--- src/design/lsu_pkg.sv ---
`default_nettype none

package lsu_pkg;

    typedef enum logic [3:0] {
        op_li,
        op_ld_b,
        op_ld_bu,
        op_ld_h,
        op_ld_hu,
        op_ld_w,
        op_st_b,
        op_st_h,
        op_st_w
    } lsu_op_e;

    typedef enum logic [7:0] {
        ec_none = 8'h00,
        ec_ale  = 8'h09  // Address not aligned
    } ecode_e;

    typedef struct packed {
        lsu_op_e     op;
        logic [4:0]  rj;   // Base register
        logic [4:0]  rd;   // Destination, or store data source
        logic [15:0] imm;
        logic [31:0] pc;
    } issue_t;

    typedef struct packed {
        logic [31:0] pc;
        lsu_op_e     op;
        logic        gr_we;
        logic [4:0]  dest;
        logic [31:0] vaddr;
        logic [31:0] rf_wdata; // Immediate for load-immediate
        logic        ex;
        ecode_e      ecode;
    } em_t;

    typedef struct packed {
        logic [31:0] pc;
        logic        gr_we;
        logic [4:0]  dest;
        logic [31:0] wdata;
        logic [31:0] vaddr;
        logic        ex;
        ecode_e      ecode;
    } mw_t;

    typedef struct packed {
        logic [4:0]  valid_dest; // Zero when nothing is written
        logic [31:0] data;
        logic        data_ok;
        logic        ex;
    } fwd_t;

    typedef struct packed {
        logic [31:0] pc;
        logic        gr_we;
        logic [4:0]  dest;
        logic [31:0] wdata;
        logic        ex;
        ecode_e      ecode;
    } retire_t;

    function automatic logic is_load(input lsu_op_e op);
        return op inside {op_ld_b, op_ld_bu, op_ld_h, op_ld_hu, op_ld_w};
    endfunction

    function automatic logic is_store(input lsu_op_e op);
        return op inside {op_st_b, op_st_h, op_st_w};
    endfunction

endpackage

`default_nettype wire

--- src/design/ex_stage.sv ---
`timescale 1ns/1ps
`default_nettype none

module ex_stage (
    input  wire                  clk,
    input  wire                  rstn,
    input  wire                  flush,
    input  wire                  issue_valid,
    output logic                 issue_ready,
    input  wire lsu_pkg::issue_t issue,
    output logic [4:0]           rf_raddr1,
    output logic [4:0]           rf_raddr2,
    input  wire [31:0]           rf_rdata1,
    input  wire [31:0]           rf_rdata2,
    input  wire lsu_pkg::fwd_t   m_fwd,
    input  wire lsu_pkg::fwd_t   w_fwd,
    input  wire                  m_allowin,
    output logic                 em_valid,
    output lsu_pkg::em_t         em,
    output logic                 data_req,
    output logic                 data_wr,
    output logic [3:0]           data_wstrb,
    output logic [31:0]          data_addr,
    output logic [31:0]          data_wdata,
    input  wire                  data_addr_ok
);
    import lsu_pkg::*;

    logic        e_valid;
    issue_t      e_op;
    logic        e_allowin;
    logic        e_ready_go;
    logic [31:0] src1;
    logic [31:0] src2;
    logic [31:0] imm_ext;
    logic [31:0] vaddr;
    logic        misalign;
    logic        is_mem;
    logic        need_req;
    logic        raw_stall;
    logic        exc_stall;

    // Memory stage result wins over the write-through register file
    function automatic logic [31:0] pick(input logic [4:0] r, input logic [31:0] rf_val,
                                         input fwd_t mf);
        logic [31:0] v;
        v = rf_val;
        if (r != 5'd0 && mf.valid_dest == r) v = mf.data;
        return v;
    endfunction

    assign rf_raddr1 = e_op.rj;
    assign rf_raddr2 = e_op.rd;
    assign src1      = pick(e_op.rj, rf_rdata1, m_fwd);
    assign src2      = pick(e_op.rd, rf_rdata2, m_fwd);

    assign is_mem   = is_load(e_op.op) || is_store(e_op.op);
    assign imm_ext  = {{16{e_op.imm[15]}}, e_op.imm};
    assign vaddr    = src1 + imm_ext;
    assign need_req = is_mem && !misalign;

    always_comb begin
        case (e_op.op)
            op_ld_h, op_ld_hu, op_st_h: misalign = vaddr[0];
            op_ld_w, op_st_w:           misalign = |vaddr[1:0];
            default:                    misalign = 1'b0;
        endcase
    end

    // Load in memory stage still waiting for its data
    assign raw_stall = e_valid && !m_fwd.data_ok && m_fwd.valid_dest != 5'd0 &&
                       ((is_mem && m_fwd.valid_dest == e_op.rj) ||
                        (is_store(e_op.op) && m_fwd.valid_dest == e_op.rd));
    assign exc_stall = m_fwd.ex || w_fwd.ex;

    assign e_ready_go  = !raw_stall && !exc_stall && (!need_req || data_addr_ok);
    assign e_allowin   = !e_valid || (e_ready_go && m_allowin);
    assign issue_ready = e_allowin && !flush;
    assign em_valid    = e_valid && e_ready_go && !flush;

    always_ff @(posedge clk) begin
        if (!rstn) begin
            e_valid <= 1'b0;
        end else if (flush) begin
            e_valid <= 1'b0;
        end else if (e_allowin) begin
            e_valid <= issue_valid;
        end
    end

    always_ff @(posedge clk) begin
        if (issue_valid && issue_ready) begin
            e_op <= issue;
        end
    end

    // Request goes out in the same cycle the op moves on
    assign data_req  = e_valid && need_req && !raw_stall && !exc_stall && m_allowin && !flush;
    assign data_wr   = is_store(e_op.op);
    assign data_addr = vaddr;

    always_comb begin
        data_wstrb = 4'b0000;
        data_wdata = src2;
        case (e_op.op)
            op_st_b: begin
                data_wstrb = 4'b0001 << vaddr[1:0];
                data_wdata = {4{src2[7:0]}};
            end
            op_st_h: begin
                data_wstrb = vaddr[1] ? 4'b1100 : 4'b0011;
                data_wdata = {2{src2[15:0]}};
            end
            op_st_w: begin
                data_wstrb = 4'b1111;
            end
            default: ;
        endcase
    end

    always_comb begin
        em.pc       = e_op.pc;
        em.op       = e_op.op;
        em.gr_we    = !is_store(e_op.op);
        em.dest     = e_op.rd;
        em.vaddr    = vaddr;
        em.rf_wdata = imm_ext;
        em.ex       = misalign;
        if (misalign) begin
            em.ecode = ec_ale;
        end else begin
            em.ecode = ec_none;
        end
    end

endmodule

`default_nettype wire

--- config.mk ---
export PLATFORM = sky130hd
export DESIGN_NAME = ex_stage
export DESIGN_NICKNAME = d
export VERILOG_FILES = /design/src/design/lsu_pkg.sv /design/src/design/ex_stage.sv
export SDC_FILE = /design/constraint.sdc
export NUM_CORES = 1
export LEC_CHECK = 0
export BUFFER_PORTS_ARGS = -buffer_cell sky130_fd_sc_hd__buf_2
export CORE_AREA = 4 4 156 158
export CTS_CLUSTER_SIZE = 28
export DETAILED_ROUTE_END_ITERATION = 8
export DIE_AREA = 0 0 160 162
export SYNTH_ARGS = -nofsm -noshare
export SYNTH_HDL_FRONTEND = slang
export SYNTH_SLANG_ARGS = --single-unit
--- constraint.sdc ---
create_clock -name clk -period 23.6 [get_ports clk]
set_input_delay 4.72 -clock clk [delete_from_list [all_inputs] [get_ports clk]]
set_output_delay 4.72 -clock clk [all_outputs]
set_load 0.05 [all_outputs]
== Word-level counts from Yosys, hierarchy flattened ==
Index checks and enable logic that the tools add are counted.

* Register bits after elaboration: 63
* Input port bits: 210
* Output and inout bits: 197

* Add/sub/neg operators: 1
* Equality and inequality tests: 10
* Shift-type cells: 1
* Multiplexer cells: 7
* Bitwise gates (word level): 1
* Reduce and logical (&&, ||, !) cells: 42

{| class="wikitable"
|+ Operators with widths
! operator !! number
|-
| $mux 32 || 2
|-
| $pmux 32 s2 || 1
|-
| $add 32x32->32 || 1
|-
| $logic_and 1x1->1 || 20
|-
| $reduce_bool 5->1 || 4
|-
| $eq 4x3->1 const B || 4
|-
| $pmux 4 s3 || 1
|-
| $eq 5x5->1 || 2
|-
| $eq 4x2->1 const B || 2
|-
| $logic_not 1->1 || 8
|-
| $mux 4 || 2
|-
| $reduce_or 2->1 || 3
|-
| $logic_or 1x1->1 || 5
|-
| $eq 4x1->1 const B || 1
|-
| $eq 4x4->1 const B || 1
|-
| $shl 1x2->4 const A || 1
|-
| $reduce_bool 3->1 || 1
|-
| $reduce_or 3->1 || 1
|-
| $pmux 1 s2 || 1
|-
| $not 1->1 || 1
|}

== Longest topological paths before layout ==
Gate-level depths: netlist (run 1).

* Word-level depth: 15
* Gate-level depth with buffers: 15

== Least setup slack after synthesis (run 1) ==
No wires, ideal clock.

* Kind: input-to-output
* Start point: in m_fwd[37] in the netlist's numbering
* End point: out em[68] in the netlist's numbering
* Data arrival time: 10553 ps
* Path slack: 8327 ps
* Stages: 14
* Path through: xor2_1 nor2_1 nor3b_1 clkbuf_1 mux2_1 ha_1 a21oi_1 nand2_1 o21ai_1 a21oi_1 o31ai_2 mux2i_1 a2111oi_0 buf_4

* Word-level cells in the longest chain between the ends: 4

{| class="wikitable"
|+ Ends and longest elaborated chain
! element !! line !! RTL
|-
| start: declaration || ex_stage.sv:15 || <nowiki>input wire lsu_pkg::fwd_t m_fwd,</nowiki>
|-
| $eq 5x5->1 || ex_stage.sv:48 || <nowiki>if (r != 5'd0 && mf.valid_dest == r) v = mf.data;</nowiki>
|-
| $logic_and 1x1->1 || ex_stage.sv:48 ||
|-
| $mux 32 || ex_stage.sv:48 ||
|-
| $add 32x32->32 || ex_stage.sv:59 || <nowiki>assign vaddr = src1 + imm_ext;</nowiki>
|-
| end: declaration || ex_stage.sv:19 || <nowiki>output lsu_pkg::em_t em,</nowiki>
|}

Every way passes these cells.

== Final worst setup path (run 1) ==
* Start point: in m_fwd[36] in the netlist's numbering
* End point: out data_addr[28]

* Word-level cells in the longest chain between the ends: 4

{| class="wikitable"
|+ Ends and longest elaborated chain
! element !! line !! RTL
|-
| $eq 5x5->1 || ex_stage.sv:48 ||
|-
| $logic_and 1x1->1 || ex_stage.sv:48 ||
|-
| $mux 32 || ex_stage.sv:48 ||
|-
| $add 32x32->32 || ex_stage.sv:59 ||
|-
| end: declaration || ex_stage.sv:23 || <nowiki>output logic [31:0] data_addr,</nowiki>
|}

Every way passes these cells.

==> flow_results.org, run 1 <==
** Flow run
- Across the run, the number of max-cap violations was 0.

** STA
- The final-report hold violation count was 0.
- PnR worst setup slack :: 9870 ps
- Transition time of the tightest slew-check pin :: 1040 ps
- Worst slew margin relative to its limit :: 0.288
- Across the routed clock network, the largest skew measured is 10.3 ps.
- Number of max-slew violations in the final report :: 0
- Adding up every negative setup slack in the final design gives 0 ps.
- Upper clock frequency limit :: 72.8 MHz
- Dividing the final minimum period by the clock period gives 0.582.
- Setup violations remaining at the end of the flow were counted as 0.
- Setup repair after global routing left no endpoint under its margin.
- Fin crit period :: 13730 ps
- Post-Route Hold Slack :: 730 ps

** Clocking
- Buffers inserted during clock tree synthesis total 9.
- Post-CTS setup buffer count :: 0
- Clock tree synthesis selected as its root buffer the cell sky130_fd_sc_hd__clkbuf_16.
- In this run, post-CTS hold repair placed 0 buffers.
- TritonCTS built the clock tree.
- In this run the number of H-tree levels came out at 3.
- The clock passes through at most 2 buffers.
- At the later pin of the worst-skew pair, clock insertion delay measures 330 ps.
- PostCTS Resize Cnt :: 0
- CTS saw 63 sinks.
- CTS clk-pin slew, worst paths :: 60 ps

** Drt
- The final layout contains routed wiring with a total length of 23000 µm.
- Across all layers, the routed design uses 5502 vias.
- In this run, the number of DRC markers left after iteration 0 of detailed routing was 332.
- First-pass DRT Iterations :: 5
- Post-detailed-route wirelength per cell :: 19.6 µm
- Residual antenna-violating net count after detailed routing :: 0
- In the routed design, unresolved DRC markers number 0.
- Vias per cell :: 4.69

** Setup path
- Worst setup path startpoint :: m_fwd[36]
- Biggest fanout along the worst timing path :: 14
- Crit path largest cell delay :: 620 ps
- Crit path launch type :: input pin
- Crit path cell chain :: buf_2 -> xnor2_1 -> nand3_1 -> nor3b_2 -> buf_4 -> mux2_1 -> ha_1 -> fa_1 -> a21oi_1 -> o21ai_1 -> a21oi_1 -> o31ai_2 -> buf_4 -> a221oi_1 -> o21ai_1 -> xor2_1 -> buf_2
- Crit path arrival time :: 9010 ps
- Crit Path Category :: input pin to primary output
- In this design, the largest share of critical-path delay is due to compound AO/OA/AOI/OAI gates.
- Together, buffers and inverters on the worst path number 4.
- The worst register-to-register path begins at rf_raddr1[1].
- Data required time of the critical path :: 18880 ps
- Crit end category :: primary output
- Slowest cell on crit path :: sky130_fd_sc_hd__a221oi_1

** Power
- In this run the power density over the cells is 71.2 mW/mm².
- Overall power consumption :: 545 µW
- The analysis attributes to cell leakage a power of 0.00358 µW.
- IR analysis of the VDD net gives a maximum drop of 0.0441 mV.

** Global route
- Pin count of the biggest net entering global routing :: 57
- Gr ovfl total :: 0
- Via count of the first global-routing pass :: 5417
- Global-route wire length before repair :: 33100 µm
- Aggregate global-route resource usage :: 0.168
- The number of antenna violations at the first check in global routing is 3.

** Synth
- FF+latch count, synth :: 63
- For this run, the register share of the synthesized area comes to 0.335.
- EDFF count, synth :: 62
- Netlist cell types :: 60
- During synthesis, Yosys emitted a total of 0 warnings.
- Most frequently used flop master after synthesis :: sky130_fd_sc_hd__edfxtp_1
- The cell area that synthesis handed to floorplanning was 0.00563 mm².
- Avg Cell Area, Syn :: 9.77 µm²
- Number of instances in the synthesized netlist :: 576
- Asr flop ratio synth :: 0

** Worst hold path
- The worst hold path belongs to the class flop to flop.
- The startpoint identified for the worst hold timing path is e_valid.

** Floorplanning
- In this run the horizontal extent of the chip is 160 µm.
- 407 I/O pins were placed.
- Area of the placeable core :: 0.0231 mm²
- In this run the vertical extent of the chip is 162 µm.
- The die covers 0.0259 mm².
- For this configuration, the core starts out at a cell density of 0.243.
- The initialized floorplan defines 56 standard-cell rows.

** Final layout
- Most common cell after layout, fill and taps aside :: sky130_fd_sc_hd__buf_2
- In the layout the commonest cells are 362 x sky130_fd_sc_hd__buf_2, 62 x sky130_fd_sc_hd__edfxtp_1, 42 x sky130_fd_sc_hd__mux2i_1, 39 x sky130_fd_sc_hd__nand2_1, 38 x sky130_fd_sc_hd__a21oi_1.
- Final Non-Filler Cells :: 1172
- Final layout net count :: 1118
- Synthesis-to-layout area growth :: 36.2%
- Of the cells placed in the final design, the portion with a size suffix greater than 1 is 0.467.

** Placement
- Hpwl dp :: 19400 µm
- GPL Wtd Cong :: 0.892
- During placement, the flow inserted port buffers numbering 362.
- OpenSTA, run right after detailed placement, puts the worst setup slack at 9870 ps.
- # placed instances :: 1155

** Run status
- Run status :: finished, final reports clean
## Yosys cell counts (5+ instances only)
cell type                   n  area, µm²
sky130_fd_sc_hd__mux2i_1   42        420
sky130_fd_sc_hd__o21a_1    12       90.1
sky130_fd_sc_hd__xnor2_1   19        166
sky130_fd_sc_hd__buf_4     62        465
sky130_fd_sc_hd__inv_1     18       67.6
sky130_fd_sc_hd__nand3_1    8       40.0
sky130_fd_sc_hd__edfxtp_1  62       1860
sky130_fd_sc_hd__mux2_2     9        101
sky130_fd_sc_hd__nand4_1    9       56.3
sky130_fd_sc_hd__nor2b_1    8       50.1
sky130_fd_sc_hd__nor3_1     8       40.0
sky130_fd_sc_hd__buf_2      6       30.0
sky130_fd_sc_hd__ha_1      31        388
sky130_fd_sc_hd__mux2_1    30        338
sky130_fd_sc_hd__a21oi_1   38        190
sky130_fd_sc_hd__nand2_1   39        146
sky130_fd_sc_hd__o21ai_1    9       45.0
sky130_fd_sc_hd__a21o_1    16        120
sky130_fd_sc_hd__xor2_1    21        184
sky130_fd_sc_hd__a31oi_1    5       31.3
sky130_fd_sc_hd__o21ai_0   13       65.1
sky130_fd_sc_hd__nor2_1    28        105
sky130_fd_sc_hd__clkbuf_1  19       71.3
## final timing paths
path | endpoint | slack [ps] | cells past startpoint
max | data_addr[28] | 9870 | 17
min | e_valid | 730 | 3
max reg2reg | em[90] | 18440 | 15
min reg2reg | e_valid | 730 | 3
## worst min-delay path, delay by kind of cell (launching register included)
kind | cells | cell delay, ps
flip-flops | 1 | 310
AO/OA/AOI/OAI | 2 | 270
buffers and inverters | 1 | 100
## final cells by class
cell class / instances / area [µm²]
antenna: 1 / 2.50
sequential: 63 / 1880
clock inverter: 7 / 105
fill: 2471 / 15500
clock buffer: 9 / 225
inverter: 18 / 67.6
timing repair buffer: 372 / 1890
tap: 290 / 363
multi-input combinational: 412 / 3130
## cell families (layout without fill, tap and decap cells)
family                   after synthesis  count (layout)  synth area share
AO/OA/AOI/OAI                        127             127             0.150
XOR/XNOR                              40              40            0.0623
adder cells (fa/ha/maj)               32              32            0.0725
buffers and inverters                106             406             0.115
flip-flops                            63              63             0.335
multiplexers                          81              81             0.153
other                                  1               7          0.000667
AND/OR/NAND/NOR                      126             126             0.112
## where the power goes
group / internal [µW] / switching [µW] / leakage [µW]
Combinational: 64.5 / 200 / 0.00283
Clock: 94.0 / 54.8 / 0.000158
Sequential: 129 / 2.71 / 0.000587
Total: 287 / 258 / 0.00358
## routing by layer
metal | wire length, µm | track usage | part of all wire | up-vias
met5 | 0 | 0 | 0 | -
met4 | 561 | 0.0516 | 0.024 | 0
met3 | 2040 | 0.0525 | 0.089 | 19
met2 | 11300 | 0.294 | 0.49 | 293
met1 | 9020 | 0.199 | 0.39 | 2548
li1 | - | - | - | 2642
## per-stage QoR
stage,instance area [µm²],utilization
6_report,7660,0.331
5_1_grt,7660,0.331
4_1_cts,7660,0.331
3_5_place_dp,7330,0.317
3_3_place_gp,7330,0.317
2_1_floorplan,5640,-
## registers in the layout (all words and copies together), names as in the netlist
register   count
em            52
rf_raddr1      5
rf_raddr2      5
e_valid        1
(Power assumes the default switching activity.)
==> inputs of run 2 (changes only) <==
CORE_AREA = 4 4 155 157   (was 4 4 156 158)
DIE_AREA = 0 0 159 161   (was 0 0 160 162)
clock period = 11.15 ns   (was 23.6 ns; I/O delays follow)
==> flow_results.org, run 2 (synthesized netlist as in run 1, its figures left out) <==
** Setup path
- Instance count on the critical path :: 15 (was 17)
- The family with the most delay on the worst path is compound AO/OA/AOI/OAI gates (unchanged).
- Crit path cell chain: buf_2 -> xnor2_1 -> nand3_1 -> nor3b_2 -> buf_4 -> mux2_2 -> ha_1 -> a21oi_1 -> o21ai_1 -> o2111ai_1 -> nand2_1 -> o31ai_2 -> mux2i_1 -> a2111oi_0 -> buf_2 (was buf_2 -> xnor2_1 -> nand3_1 -> nor3b_2 -> buf_4 -> mux2_1 -> ha_1 -> fa_1 -> a21oi_1 -> o21ai_1 -> a21oi_1 -> o31ai_2 -> buf_4 -> a221oi_1 -> o21ai_1 -> xor2_1 -> buf_2).
- The endpoint kind of the worst setup timing path was a primary output (unchanged).
- The critical path arrival was 6520 ps (was 9010 ps).
- Biggest fanout along the worst timing path :: 18 (was 14)
- The critical path data required time was 8920 ps (was 18880 ps).
- The nature of the critical path startpoint was an input pin (unchanged).
- Buffering stage count on the worst path with inverters included :: 3 (was 4)
- Dominant cell type by count on the critical path :: sky130_fd_sc_hd__buf_2
- Crit path largest cell delay :: 690 ps (was 620 ps)
- Slowest cell on crit path :: sky130_fd_sc_hd__a2111oi_0 (was sky130_fd_sc_hd__a221oi_1)
- Reg2Reg Depth :: 15 (unchanged)
- Crit Path Category :: input pin to primary output (unchanged)

** Drt
- The via count of the routed design was 5546 (was 5502).
- First-pass DRT Iterations :: 5 (unchanged)
- The post-detailed-route count of antenna-violating nets is 0 (unchanged).
- The mean routed wirelength per cell came to 19.6 µm (about the same).
- Remaining routing DRC violations :: 0 (unchanged)
- The routed via count divided by cell count is 4.75 (was 4.69).
- The violation count after the first detailed-routing iteration is 266 (was 332).
- The total routed wirelength was 22900 µm (was 23000 µm).

** Global route
- The via count of the first global-routing pass came to 5488 (was 5417).
- Global-route wire length before repair :: 32900 µm (was 33100 µm)
- Aggregate global-route resource usage :: 0.167 (was 0.168)
- The maximum number of pins on one net before global-route repair was 63 (was 57).
- The number of antenna violations at the first check in global routing was 3 (unchanged).
- The remaining global-route overflow came to 0 (unchanged).

** Clocking
- Hold-fix buffer count after cts :: 0 (unchanged)
- Largest buffer count on any clock path :: 2 (unchanged)
- The TritonCTS clock tree is done (unchanged).
- PostCTS Resize Cnt :: 0 (unchanged)
- The number of buffers inserted during clock tree synthesis is 9 (unchanged).
- The clock edge transition at the registers on the reported setup and hold paths was 60 ps (about the same).
- The root buffer selected by CTS was sky130_fd_sc_hd__clkbuf_16 (unchanged).
- Clock sink count :: 63 (unchanged)
- The total number of H-tree levels is 3 (unchanged).
- Worst-Skew Late Latency :: 330 ps (about the same)
- Post-CTS setup buffer count :: 0 (unchanged)

** Final layout
- The area of the multi-input gates came to 0.00313 mm² (unchanged).
- Sequential Area :: 0.00188 mm² (unchanged)
- The fill cell instance count of the final layout came to 2354 (was 2471).
- Number of flip-flops in the largest register :: 52 (unchanged)
- Ratio of cells with drive above 1 in the final layout :: 0.465 (was 0.467)
- The total number of nets in the final design came to 1116 (was 1118).
- Most common cell after layout, fill and taps aside :: sky130_fd_sc_hd__buf_2 (unchanged)
- Leading cell types in the layout, fill and taps excluded: 362 x sky130_fd_sc_hd__buf_2, 62 x sky130_fd_sc_hd__edfxtp_1, 42 x sky130_fd_sc_hd__mux2i_1, 39 x sky130_fd_sc_hd__nand2_1, 38 x sky130_fd_sc_hd__a21oi_1 (unchanged).
- The synthesis-to-finish area growth came to 35.8% (was 36.2%).

** STA
- The worst setup skew after layout came to 11.4 ps (was 10.3 ps).
- Transition time of the tightest slew-check pin :: 932 ps (was 1040 ps)
- Worst slew margin relative to its limit :: 0.361 (was 0.288)
- Derived from the worst setup path, the maximum achievable clock frequency is 114 MHz.
- The final total negative setup slack came to 0 ps (unchanged).
- Of the available clock period, the critical path in the final layout requires 0.785.
- PnR worst setup slack :: 2400 ps (was 9870 ps)
- Final setup fails :: 0 (unchanged)
- Number of max-slew violations in the final report :: 0 (unchanged)
- The routed design could run at a clock period as short as 8750 ps.
- The minimum hold slack was 720 ps (was 730 ps).
- Setup repair after global routing missed its margin :: false (unchanged)
- Hold violation count in the final report :: 0 (unchanged)

** Floorplanning
- Starting utilization of the core area :: 0.250 (was 0.243)
- Floorplan die height :: 161 µm (was 162 µm)
- Die width :: 159 µm (was 160 µm)
- I/O pins :: 407 (unchanged)
- The die outline area was 0.0256 mm² (was 0.0259 mm²).
- Area of the placeable core :: 0.0225 mm² (was 0.0231 mm²)
- FP Rows :: 55 (was 56)

** Power
- Switching pwr :: 543 µW (was 258 µW)
- The power share of the sequential group is 0.243 (was 0.241).
- The proportion of power drawn by combinational gates was 0.488 (was 0.486).
- Relative contribution of the clock network to total power :: 0.269 (was 0.273)
- Leakage power summed over all cells :: 0.00357 µW (was 0.00358 µW)
- The internal portion of total power was 607 µW (was 287 µW).
- The power density over the cells was 151 mW/mm² (was 71.2 mW/mm²).
- Overall power consumption :: 1150 µW (was 545 µW)
- Switching Fraction :: 0.472 (was 0.473)
- The worst voltage drop across the vdd grid is 0.142 mV (was 0.0441 mV).

** Placement
- Input/output buffers :: 362 (unchanged)
- The post-placement setup slack was 2450 ps (was 9870 ps).
- The placed wire-length estimate came to 19400 µm (about the same).
- The routability congestion estimate from global placement came to 0.898 (was 0.892).

** Run status
- Run status :: finished, final reports clean (unchanged)

** Worst hold path
- Type of the tightest min-delay check :: flop to flop (unchanged)
- Hold Path Depth :: 3 (unchanged)

** Flow run
- Maxcap violations :: 0 (unchanged)
-- run 2: cell types whose count changed in the layout (fill, tap and decap cells not counted), sizes merged --
cell / previous run / this run
inv: 20 / 21
clkinv: 2 / 1
diode: 1 / 3
buf: 372 / 370
-- run 2: through the flow --
| stage | instance area [µm²] | utilization | instances |
|---|---|---|---|
| after floorplan | 5640 | - | 581 |
| after global placement | 7310 | 0.325 | 1148 |
| after detailed placement | 7310 | 0.325 | 1148 |
| after CTS | 7630 | 0.339 | 1164 |
| after global routing | 7640 | 0.340 | 1167 |
| final | 7640 | 0.340 | 1167 |
-- run 2: cell type report --
| type | count | share of cell area |
|---|---|---|
| Multi-Input combinational cell | 412 | 0.409 |
| Sequential cell | 63 | 0.246 |
| Timing Repair Buffer | 370 | 0.245 |
| Tap cell | 285 | 0.0467 |
| Clock buffer | 9 | 0.0295 |
| Clock inverter | 7 | 0.0134 |
| Inverter | 18 | 0.00884 |
| Antenna cell | 3 | 0.000982 |
-- run 2: metal layers --
| layer | vias to the layer above | share of wire | track usage |
|---|---|---|---|
| met5 | - | 0 | 0 |
| met4 | 0 | 0.026 | 0.0517 |
| met3 | 25 | 0.084 | 0.0413 |
| met2 | 306 | 0.50 | 0.297 |
| met1 | 2561 | 0.39 | 0.200 |
| li1 | 2654 | - | - |
-- run 2: worst paths after layout --
check               start       endpoint  slack [ps]
max reg2reg  rf_raddr1[2]         em[17]        6310
min               e_valid        e_valid         720
min reg2reg       e_valid        e_valid         720
max             m_fwd[38]  data_addr[27]        2400
-- run 2: power groups by stage --
stage               combinational, µW  clock, µW  sequential (µW)
floorplan                         422          0              318
global placement                  563          0              284
global route                      592        328              281
finish                            562        309              280
detailed placement                564          0              285
CTS                               565        316              280
-- run 2: worst reg2reg max path: stages, from the launching register on --
cell                       delay [ps]
sky130_fd_sc_hd__edfxtp_1         450
sky130_fd_sc_hd__or4_1            520
sky130_fd_sc_hd__nor2_1           120
sky130_fd_sc_hd__nor3b_2           60
sky130_fd_sc_hd__buf_4            200
sky130_fd_sc_hd__mux2_1           340
sky130_fd_sc_hd__ha_1             260
sky130_fd_sc_hd__fa_1             750
sky130_fd_sc_hd__o221ai_1         190
sky130_fd_sc_hd__o31ai_1          120
sky130_fd_sc_hd__a21oi_1          100
sky130_fd_sc_hd__a31oi_1          200
sky130_fd_sc_hd__or2_2            170
sky130_fd_sc_hd__a31oi_2          120
sky130_fd_sc_hd__nor3b_2          180
sky130_fd_sc_hd__buf_4            620
